==> config.mk <==
export PLATFORM = sky130hd
export DESIGN_NAME = conv_scan_ctrl
export DESIGN_NICKNAME = d
export VERILOG_FILES = /design/src/rtl/conv_geom_pkg.sv /design/src/rtl/conv_data_pkg.sv /design/src/rtl/conv_scan_ctrl.sv
export SDC_FILE = /design/constraint.sdc
export NUM_CORES = 1
export LEC_CHECK = 0
export BUFFER_PORTS_ARGS = -buffer_cell sky130_fd_sc_hd__buf_2
export CAP_MARGIN = 10
export CORE_AREA = 5 5 42 44
export DETAILED_ROUTE_END_ITERATION = 8
export DIE_AREA = 0 0 47 49
export HOLD_SLACK_MARGIN = 0.15
export PLACE_DENSITY = 0.65
export SYNTH_ARGS = -nofsm -noshare
export SYNTH_HDL_FRONTEND = slang
export SYNTH_SLANG_ARGS = --single-unit
==> constraint.sdc <==
create_clock -name cnn_conv_clk -period 4.7 [get_ports cnn_conv_clk]
set_clock_uncertainty 0.2 [all_clocks]
set_input_delay 0.47 -clock cnn_conv_clk [delete_from_list [all_inputs] [get_ports cnn_conv_clk]]
set_output_delay 0.47 -clock cnn_conv_clk [all_outputs]
set_load 0.05 [all_outputs]
==> src/rtl/conv_geom_pkg.sv <==
// ----------------------------------------------------------
// convolution geometry
// feature map, kernel and scan sizes, position word
// ----------------------------------------------------------
package conv_geom_pkg;

  // feature map and kernel size
  localparam int FMAP_H = 16;
  localparam int FMAP_W = 16;
  localparam int KER_H  = 3;
  localparam int KER_W  = 3;

  // valid positions per axis
  localparam int OUT_H = FMAP_H - KER_H + 1;
  localparam int OUT_W = FMAP_W - KER_W + 1;

  localparam int POS_BITS = 4;  // holds 0..13

  // one scan position, col is the outer loop
  typedef struct packed {
    logic [POS_BITS-1:0] col;
    logic [POS_BITS-1:0] row;
  } conv_pos_t;

  // fetch register + two mac stages
  localparam int PIPE_LAT = 3;

endpackage

==> src/rtl/conv_data_pkg.sv <==
// ----------------------------------------------------------
// convolution data types
// fixed point pixels, weights, sums and the pipeline tag
// ----------------------------------------------------------
package conv_data_pkg;

  import conv_geom_pkg::*;

  localparam int PIXEL_BITS  = 8;
  localparam int WEIGHT_BITS = 8;
  localparam int SUM_BITS    = 20;  // 9 products of 16 bits, plus sign margin

  typedef logic signed [PIXEL_BITS-1:0]             pixel_t;
  typedef logic signed [WEIGHT_BITS-1:0]            weight_t;
  typedef logic signed [PIXEL_BITS+WEIGHT_BITS-1:0] prod_t;
  typedef logic signed [SUM_BITS-1:0]               sum_t;

  // whole map, element [0][0] sits in the low bits
  typedef pixel_t [FMAP_H-1:0][FMAP_W-1:0] fmap_t;

  // 3x3 neighbourhood, [i][j] is row offset i, column offset j
  typedef pixel_t [KER_H-1:0][KER_W-1:0] window_t;

  // travels alongside the data through every stage
  typedef struct packed {
    logic      valid;
    logic      last;   // final position of the final scan
    conv_pos_t pos;
  } scan_tag_t;

endpackage

==> src/rtl/conv_scan_ctrl.sv <==
`timescale 1ns/1ps
// ----------------------------------------------------------
// convolution scan FSM
// walks 14x14 positions, one per cycle, then drains the pipe
// ----------------------------------------------------------
module conv_scan_ctrl
  import conv_geom_pkg::*, conv_data_pkg::*;
(
  input  logic      cnn_conv_clk,
  input  logic      cnn_conv_rst_n,
  input  logic      start,
  input  logic      next_ker,
  output logic      busy,
  output scan_tag_t tag
);

  localparam int DRAIN_BITS = $clog2(PIPE_LAT);
  localparam logic [POS_BITS-1:0] ROW_LAST = POS_BITS'(OUT_H - 1);
  localparam logic [POS_BITS-1:0] COL_LAST = POS_BITS'(OUT_W - 1);

  typedef enum logic [1:0] {
    IDLE,
    SCAN,
    DRAIN
  } scan_state_t;

  scan_state_t           state;
  scan_state_t           state_nxt;
  logic [POS_BITS-1:0]   row;        // inner loop
  logic [POS_BITS-1:0]   col;        // outer loop
  logic [DRAIN_BITS-1:0] drain_cnt;
  logic                  end_pos;
  logic                  drain_done;

  assign end_pos    = (row == ROW_LAST) && (col == COL_LAST);
  assign drain_done = (drain_cnt == DRAIN_BITS'(PIPE_LAT - 1));

  // ----------------------------------------------------------
  // state transition
  // ----------------------------------------------------------
  always_comb begin
    state_nxt = state;
    case (state)
      IDLE:    if (start) state_nxt = SCAN;
      SCAN:    if (end_pos && !next_ker) state_nxt = DRAIN;  // else wrap, new kernel
      DRAIN:   if (drain_done) state_nxt = IDLE;
      default: state_nxt = IDLE;
    endcase
  end

  always_ff @(posedge cnn_conv_clk) begin
    if (!cnn_conv_rst_n) begin
      state     <= IDLE;
      row       <= '0;
      col       <= '0;
      drain_cnt <= '0;
    end else begin
      state <= state_nxt;
      // both counters wrap to 0 at (13,13), so idle always restarts at origin
      if (state == SCAN) begin
        if (row == ROW_LAST) begin
          row <= '0;
          col <= (col == COL_LAST) ? '0 : col + 1'b1;
        end else begin
          row <= row + 1'b1;
        end
      end
      drain_cnt <= (state == DRAIN) ? drain_cnt + 1'b1 : '0;
    end
  end

  // ----------------------------------------------------------
  // outputs
  // ----------------------------------------------------------
  assign busy      = (state != IDLE);
  assign tag.valid = (state == SCAN);
  assign tag.last  = (state == SCAN) && end_pos && !next_ker;
  assign tag.pos   = '{col: col, row: row};

endmodule

==> results.yml <==
clock_network:
  root_buffer: "clkbuf_4"
  clk_latency_ns: 0.27
  h-tree-depth: 1
  clk_pin_slew_worst_paths_ns: 0.08
  cts.path.max_buffers: 2
  holdBufCountCts: 0
  cts_resized: 0
  cts_tree: "built"
  post-cts-setup-buffer-count: 0
  clock_sinks: 12
  cts_inserted_buffers: 3
finish:
  synthToLayoutAreaGrowth_pct: 21.54
  nets: 82
  instances_no_fill: 92
  drive_above_1_share_pct: 28.95
  postLayoutCoreUtil_pct: 47.86
  diodes: 0
setup_path:
  worstSetupStartpointType: "register"
  startpoint: "row[0]$_SDFFE_PN0P_"
  worstSetupEndpoint: "tag[8]"
  reg2reg_from: "row[0]$_SDFFE_PN0P_"
  worstPathArrival_ns: 1.58
  rr_worst_depth: 3
  crit_fanout: 10
  crit_path_end_kind: "primary output"
  required_ns: 4.03
  r2r_slack_ns: 3.07
  worstReg2RegEnd: "col[2]$_SDFFE_PN0P_"
  critPathKind: "register to primary output"
floorplanning:
  initial_core_util_pct: 39.37
  rows: 14
  die_x_um: 47
  die_area_sq_um: 2303
  core-area_sq_um: 1401
  io-pin-count: 15
  fp.dieH_um: 49
power_and_ir_drop:
  p_sw_uw: 55.51
  internal_power_uw: 157.3
  p_leak_nw: 0.2878
  p_comb_share_pct: 10.4
  power_frac_clock_pct: 38.9
  power_density_nw_per_um2: 317.3
  worst_ir_drop_vdd_mv: 0.1569
  power.share.sequential_pct: 50.7
  switching_share_pct: 26.09
synthesis:
  synth_top_area_share_pct: 43.54
  synth_ff_type: "dfxtp_1"
  syn-num-nets: 64
  synth_mux_area_share_pct: 0
  synthCells: 59
  syn_area_per_cell_sq_um: 9.352
  synth_edf_count: 0
  yosysTopAreaCell: "dfxtp_1"
  yosys.area_share.simple_pct: 29.71
  synth_warnings: 0
  synth_xor_area_share_pct: 1.587
  synthDistinctLibCells: 27
  synth_common_cells: "dfxtp_1, nor2_1, o21ai_0"
  synth_top_family_by_area: "simple AND/OR/NAND/NOR gates"
  async_flop_share_pct: 0
  synth_adder_area_share_pct: 2.268
  ys_seq_area_share_pct: 43.54
  netlist_area_sq_um: 551.8
  synth_area_leaders: "dfxtp_1, nand3b_1, nor2_1"
  synth-seq-cells: 12
  synth_compound_area_share_pct: 18.82
  synth_most_common_cell: "dfxtp_1"
timing:
  hold_viol_final: 0
  rsz0062_at_grt: "false"
  slew_viol_final: 0
  timing.fmax_mhz: 443.5
  max_slew_margin_pct: 76.97
  finalSetupViolations: 0
  fin_crit_sh_pct: 47.98
  finalWorstPathRequiredPeriod_ns: 2.255
  tightest_slew_ns: 0.3423
  tns_ns: 0
placement:
  hpwl_um: 859.8
  io_buffers: 14
  placedCellCount: 88
  finalWeightedCongestion: 0.7464
global_routing:
  track_usage_pct: 11.80
  antenna_found_initial: 0
  grt_overflow: 0
  grt_pass1_wl_um: 1994
  first_global_vias: 454
  grt_max_degree: 11
detailed_routing:
  first_pass_iters: 4
  ant_nets: 0
  via_per_inst: 5.565
  wl_per_cell_um: 12.82
  initialDrtViolationCount: 9
  drt_wl_total_um: 1179
  drc: 0
  vias: 512
status:
  status: "completed"
hold_path:
  hold_class: "register to register"
run:
  maxCapViolCount: 0
-- cells by family after synthesis --
kind of cell | count (synthesis)
AO/OA/AOI/OAI | 16
XOR/XNOR | 1
AND/OR/NAND/NOR | 24
buffers and inverters | 5
flip-flops | 12
adder cells (fa/ha/maj) | 1
-- layout by cell type (no fill, tap or decap) --
cell      count
nand3b_1      4
nor4_1        2
a31oi_1       1
buf_2        14
nand2b_1      1
or2_2         1
inv_1         4
xnor2_1       1
o21ai_0       5
clkbuf_8      1
ha_1          1
o21a_1        1
nand4b_1      1
or3_2         1
nor3b_1       1
nor4b_1       1
or4b_1        1
clkbuf_4      3
nor2_1        7
o31ai_1       1
nand2_1       2
or3b_2        1
a21oi_1       4
o311ai_0      1
o41ai_1       1
dfxtp_1      12
a2111o_1      1
a41oi_1       1
nand4b_4      1
-- cell type report --
| class | count | area [sq um] |
|---|---|---|
| sequential | 12 | 240.2 |
| fill | 140 | 730.7 |
| clock buffer | 4 | 36.28 |
| inverter | 4 | 15.01 |
| timing repair buffer | 14 | 70.07 |
| tap | 16 | 20.02 |
| multi-input combinational | 42 | 289.0 |
-- worst min-delay path by stage --
stage | startpoint | endpoint | slack, ns | cells after the start
5_1_grt | start | state[0]$_SDFFE_PN0P_ | 0.24 | 3
3_3_place_gp | drain_cnt[0]$_SDFF_PN0_ | drain_cnt[0]$_SDFF_PN0_ | 0.20 | 1
4_1_cts | drain_cnt[0]$_SDFF_PN0_ | drain_cnt[0]$_SDFF_PN0_ | 0.22 | 1
3_5_place_dp | drain_cnt[0]$_SDFF_PN0_ | drain_cnt[0]$_SDFF_PN0_ | 0.21 | 1
2_1_floorplan | drain_cnt[0]$_SDFF_PN0_ | drain_cnt[0]$_SDFF_PN0_ | 0.19 | 1
6_report | drain_cnt[0]$_SDFF_PN0_ | drain_cnt[0]$_SDFF_PN0_ | 0.22 | 1
-- state kept, by name, indices dropped and copies added, names as in the netlist --
name / count
col: 4
drain_cnt: 2
row: 4
state: 2
-- power by group through the flow --
stage               registers (mW)  clock network [mW]  logic (mW)
floorplan                    0.115                   0      0.0121
global placement             0.110                   0      0.0222
detailed placement           0.110                   0      0.0223
CTS                          0.108              0.0866      0.0224
global route                 0.108              0.0924      0.0239
finish                       0.108              0.0827      0.0222
-- metal layers --
metal,vias to the layer above,global-route usage (%),routed length (um)
met5,-,0,0
met4,0,7.373,24
met3,4,3.321,84
met2,20,14.93,497
met1,233,16.89,573
li1,255,-,-
-- through the flow --
stage                     instance area [sq um]  power, mW  setup slack (ns)  hold slack (ns)
after floorplan                           551.8     0.1270             1.526           0.1922
after global placement                    634.4     0.1323             2.807           0.2042
after detailed placement                  634.4     0.1326             2.744           0.2075
after CTS                                 670.6     0.2168             2.427           0.2194
after global routing                      670.6     0.2247             2.360           0.2368
final                                     670.6     0.2128             2.445           0.2161
-- worst max-delay path, stage by stage (launching register included) --
cell	delay (ns)
dfxtp_1	0.47
nand4b_4	0.20
nor4_1	0.30
buf_2	0.33
Power figures use the tool's default switching activity.
