==> src/rtl/conv_geom_pkg.sv <==
// ----------------------------------------------------------
// convolution geometry
// feature map, kernel and scan sizes, position word
// ----------------------------------------------------------
package conv_geom_pkg;

  // feature map and kernel size
  localparam int FMAP_H = 16;
  localparam int FMAP_W = 16;
  localparam int KER_H  = 3;
  localparam int KER_W  = 3;

  // valid positions per axis
  localparam int OUT_H = FMAP_H - KER_H + 1;
  localparam int OUT_W = FMAP_W - KER_W + 1;

  localparam int POS_BITS = 4;  // holds 0..13

  // one scan position, col is the outer loop
  typedef struct packed {
    logic [POS_BITS-1:0] col;
    logic [POS_BITS-1:0] row;
  } conv_pos_t;

  // fetch register + two mac stages
  localparam int PIPE_LAT = 3;

endpackage

==> src/rtl/conv_data_pkg.sv <==
// ----------------------------------------------------------
// convolution data types
// fixed point pixels, weights, sums and the pipeline tag
// ----------------------------------------------------------
package conv_data_pkg;

  import conv_geom_pkg::*;

  localparam int PIXEL_BITS  = 8;
  localparam int WEIGHT_BITS = 8;
  localparam int SUM_BITS    = 20;  // 9 products of 16 bits, plus sign margin

  typedef logic signed [PIXEL_BITS-1:0]             pixel_t;
  typedef logic signed [WEIGHT_BITS-1:0]            weight_t;
  typedef logic signed [PIXEL_BITS+WEIGHT_BITS-1:0] prod_t;
  typedef logic signed [SUM_BITS-1:0]               sum_t;

  // whole map, element [0][0] sits in the low bits
  typedef pixel_t [FMAP_H-1:0][FMAP_W-1:0] fmap_t;

  // 3x3 neighbourhood, [i][j] is row offset i, column offset j
  typedef pixel_t [KER_H-1:0][KER_W-1:0] window_t;

  // travels alongside the data through every stage
  typedef struct packed {
    logic      valid;
    logic      last;   // final position of the final scan
    conv_pos_t pos;
  } scan_tag_t;

endpackage

==> src/rtl/conv_out_seq.sv <==
`timescale 1ns/1ps
// ----------------------------------------------------------
// output sequencer
// tracks output x and y, flags valid and last per result
// ----------------------------------------------------------
module conv_out_seq
  import conv_geom_pkg::*, conv_data_pkg::*;
#(
  parameter int K_C = 4
) (
  input  logic                cnn_conv_clk,
  input  logic                cnn_conv_rst_n,
  input  sum_t    [K_C-1:0]   result_in,
  input  scan_tag_t           tag,
  output sum_t    [K_C-1:0]   top,
  output logic                output_valid,
  output logic                output_last,
  output logic [POS_BITS-1:0] x,
  output logic [POS_BITS-1:0] y
);

  localparam logic [POS_BITS-1:0] Y_LAST = POS_BITS'(OUT_H - 1);
  localparam logic [POS_BITS-1:0] X_LAST = POS_BITS'(OUT_W - 1);

  typedef enum logic {
    OUT_IDLE,
    OUT_RUN
  } out_state_t;

  out_state_t out_state;
  out_state_t out_state_nxt;

  always_comb begin
    out_state_nxt = out_state;
    case (out_state)
      OUT_IDLE: if (tag.valid && !tag.last) out_state_nxt = OUT_RUN;
      OUT_RUN:  if (!tag.valid || tag.last) out_state_nxt = OUT_IDLE;
      default:  out_state_nxt = OUT_IDLE;
    endcase
  end

  always_ff @(posedge cnn_conv_clk) begin
    if (!cnn_conv_rst_n) begin
      out_state <= OUT_IDLE;
      x         <= '0;
      y         <= '0;
    end else begin
      out_state <= out_state_nxt;
      if (tag.valid) begin
        // y inner, x outer, same order as the scan
        if (y == Y_LAST) begin
          y <= '0;
          x <= (x == X_LAST) ? '0 : x + 1'b1;
        end else begin
          y <= y + 1'b1;
        end
      end else if (out_state == OUT_IDLE) begin
        x <= '0;
        y <= '0;
      end
    end
  end

  assign top          = result_in;  // no output register
  assign output_valid = tag.valid;
  assign output_last  = tag.valid && tag.last;

endmodule

==> config.mk <==
export PLATFORM = sky130hd
export DESIGN_NAME = conv_out_seq
export DESIGN_NICKNAME = d
export VERILOG_FILES = /design/src/rtl/conv_geom_pkg.sv /design/src/rtl/conv_data_pkg.sv /design/src/rtl/conv_out_seq.sv
export SDC_FILE = /design/constraint.sdc
export NUM_CORES = 1
export LEC_CHECK = 0
export BUFFER_PORTS_ARGS = -buffer_cell sky130_fd_sc_hd__clkbuf_2
export CORE_AREA = 2 2 70 72
export CTS_CLUSTER_DIAMETER = 100
export DETAILED_ROUTE_END_ITERATION = 8
export DIE_AREA = 0 0 72 74
export PLACE_DENSITY_LB_ADDON = 0.25
export SYNTH_ARGS = -nofsm -noshare
export SYNTH_HDL_FRONTEND = slang
export SYNTH_SLANG_ARGS = --single-unit
==> constraint.sdc <==
create_clock -name cnn_conv_clk -period 2.6 [get_ports cnn_conv_clk]
set_input_delay 0.39 -clock cnn_conv_clk [delete_from_list [all_inputs] [get_ports cnn_conv_clk]]
set_output_delay 0.39 -clock cnn_conv_clk [all_outputs]
set_load 0.01 [all_outputs]
==> impl_summary.txt <==
----------------------------------------------------
[Synth]
  Area share of the leading cell type in the synthesized netlist ... 0.5529
  Share of synthesized registers carrying an async set or reset ... 0
  Count of flip-flops with a built-in enable after synthesis ... 0
  Share of synthesized cell area in and, or, nand and nor gates ... 0.1081
  Number of different library cells in the post-synthesis netlist ... 26
  Dominant combinational cell family by area after synthesis ... buffers and inverters
  Mapped cell area ... 1100 µm²
  Most instantiated cells after synthesis ... 81 x sky130_fd_sc_hd__buf_4, 9 x sky130_fd_sc_hd__dfxtp_1, 5 x sky130_fd_sc_hd__nand3_1
  Cell accounting for the most synthesized area ... sky130_fd_sc_hd__buf_4
  Synthesized netlist cell count ... 134
  Biggest area contributors in the synthesized netlist ... sky130_fd_sc_hd__buf_4 55%, sky130_fd_sc_hd__dfxtp_1 16%, sky130_fd_sc_hd__ha_1 4.6%
  Synthesized net count ... 230
  Post-synthesis share of cell area spent on xor and xnor gates ... 0
  Synthesized-area fraction occupied by ao, oa, aoi and oai cells ... 0.1058
  Share of synthesized area spent on multiplexers ... 0
  FF+latch count, synth ... 9
  Top-count cell post-synth ... sky130_fd_sc_hd__buf_4
  Top_reg_cell synth ... sky130_fd_sc_hd__dfxtp_1
  Sequential-to-total area share from yosys stat ... 0.1638
  Number of warning messages in the yosys log ... 0
  Syn Area/Cell ... 8.208 µm²
  Synth Area in Adders ... 0.04551

[Floorplan]
  Area of the die ... 5328 µm²
  Initial Util ... 0.2392
  Die outline height ... 74 µm
  Rows ... 25
  Die X-Extent ... 72 µm
  Core Area ... 4598 µm²
  IO Pins ... 182

[Clock tree]
  Number of gates resized after cts ... 0
  Number of hold buffers added after CTS ... 0
  Maximum count of clock buffers along a single path ... 2
  Clk root buf ... sky130_fd_sc_hd__clkbuf_8
  Insertion delay of the later-clocked pin in the worst-skew pair ... 0.23 ns
  Num CTS Buffers ... 3
  Number of sinks driven by the clock tree ... 9
  Setup bufs post-CTS ... 0
  Clock-pin slew on the worst setup and hold paths ... 0.05 ns
  Clock tree from TritonCTS ... built
  Clock H-tree levels ... 1

[Global routing]
  Number of global-route vias before repair ... 529
  Total global routing overflow ... 0
  Antenna violations before repair ... 0
  Pin count of the biggest net entering global routing ... 13
  Total track usage ... 0.06765
  First-pass GRT wire length ... 2766 µm

[Route]
  Initial DRT Pass Iterations ... 4
  Post-detailed-routing wire length ... 1840 µm
  Routed vias/inst ... 4.593
  WL per Instance ... 14.96 µm
  Antenna-violating nets left ... 0
  Detailed Route Iter0 Violations ... 52
  Via total after detailed routing ... 565
  # DRC ... 0

[Run]
  Maxcap violations ... 0

[STA]
  Share of the cycle needed by the critical path after routing ... 0.6052
  Final Hold Fails ... 0
  Sum of negative setup slack ... 0 ns
  Setup repair after global routing missed its margin ... no
  Final max-slew violation count ... 0
  Post-Route Skew ... 0.001466 ns
  Final setup viols ... 0
  Max_slew headroom ... 0.7709
  Worst slew pin tran ... 0.3401 ns
  Max Clock Freq ... 635.5 MHz
  Crit path time final ... 1.574 ns

[Pwr]
  Net switching power ... 77.74 µW
  Sequential fraction of design power ... 0.436
  Power per standard cell area ... 513.0 nW/µm²
  Internal power component ... 259.9 µW
  Combinational share of power ... 0.083
  Leakage component of the power ... 0.2661 nW
  Share of power burned in the clock network ... 0.480
  VDD IR max ... 0.0001021 V
  Power consumption ... 337.6 µW
  Net Sw Frac ... 0.2303

[Placed design]
  IO buf count ... 13
  Routability-driven placement congestion ratio ... 0.6918
  Detailed-placement wirelength estimate ... 1467 µm

[Setup path]
  Kind of start point of the critical path ... flop
  Type of element capturing the critical path ... flop
  Category of the most critical setup path ... reg2reg
  Worst-path fanout max ... 6
  Arrival time at the worst endpoint ... 1.72 ns
  Worst endpoint required time ... 2.74 ns

[Status]
  Result of the run ... finished clean

[Final layout]
  Diodes inserted ... 0
  Number of inserted filler cells in the final layout ... 496
  Nets ... 166
  Layout cell share with drive strength beyond 1 ... 0.2754
  Area overhead of the layout relative to synthesis ... -40.16%

[Worst hold path]
  Path class of the lowest-slack min-delay path ... in2reg

----------------------------------------------------
power groups by stage:
stage	clock (mW)	combinational, mW	sequential, mW
global route	0.182	0.0318	0.148
floorplan	0	0.146	0.150
CTS	0.169	0.0288	0.147
finish	0.162	0.0281	0.147
detailed placement	0	0.0287	0.150
global placement	0	0.0283	0.150
path summary, 6_finish.rpt:
path | from | endpoint | slack [ns] | depth (start not counted)
worst max-delay path | y[1] | y[2] | 1.03 | 5
worst min-delay path | tag[8] | out_state | 0.34 | 2
worst max register to register | y[1] | y[2] | 1.03 | 5
worst min register to register | x[1] | x[1] | 0.54 | 2
state kept, by name (all words and copies together), names as in the netlist:
| register | count |
|---|---|
| out_state | 1 |
| x | 4 |
| y | 4 |
critical path, stage by stage (launching register included):
cell	delay, ns
sky130_fd_sc_hd__dfxtp_1	0.43
sky130_fd_sc_hd__inv_1	0.07
sky130_fd_sc_hd__ha_1	0.23
sky130_fd_sc_hd__and3_4	0.22
sky130_fd_sc_hd__or3_1	0.30
sky130_fd_sc_hd__a311oi_1	0.24
cell type report:
class | count | area (µm²) | area share
multi-input combinational | 39 | 285.3 | 0.4335
tap | 54 | 67.56 | 0.1027
timing repair buffer | 13 | 65.06 | 0.09886
sequential | 9 | 180.2 | 0.2738
clock buffer | 4 | 45.04 | 0.06844
inverter | 4 | 15.01 | 0.02281
per-stage QoR:
stage | hold slack (ns) | cell area, µm² | utilization | setup WS [ns] | std cells
2_1_floorplan | 0.4668 | 1100 | - | 1.089 | 134
3_3_place_gp | 0.5374 | 613.1 | 0.1333 | 1.001 | 119
3_5_place_dp | 0.5405 | 613.1 | 0.1333 | 1.000 | 119
4_1_cts | 0.3465 | 658.1 | 0.1431 | 1.004 | 123
5_1_grt | 0.3606 | 658.1 | 0.1431 | 0.9198 | 123
6_report | 0.3447 | 658.1 | 0.1431 | 1.026 | 123
cell usage in the layout, fill, tap and decap left out, types with 2 or more instances in the layout:
master,Yosys,final
sky130_fd_sc_hd__clkbuf_8,0,3
sky130_fd_sc_hd__or3_1,3,3
sky130_fd_sc_hd__ha_1,4,4
sky130_fd_sc_hd__nand3_1,5,5
sky130_fd_sc_hd__a31oi_1,3,3
sky130_fd_sc_hd__nand2_1,3,3
sky130_fd_sc_hd__dfxtp_1,9,9
sky130_fd_sc_hd__clkbuf_2,0,13
sky130_fd_sc_hd__inv_1,4,4
sky130_fd_sc_hd__a21oi_1,4,4
sky130_fd_sc_hd__a311oi_1,2,2
layer usage:
layer	wire (µm)	global-route usage	vias to the layer above
met5	0	0	-
met4	89	0.06080	0
met1	617	0.06214	245
li1	-	-	237
met3	307	0.05827	24
met2	826	0.09259	59
logic make-up (layout without fill, tap and decap cells):
group | Yosys count | count (layout)
buffers and inverters | 86 | 21
and+or+nand+nor | 18 | 18
AOI/OAI and AO/OA | 17 | 17
DFF | 9 | 9
adders and majority gates | 4 | 4
Power figures use the tool's default switching activity.
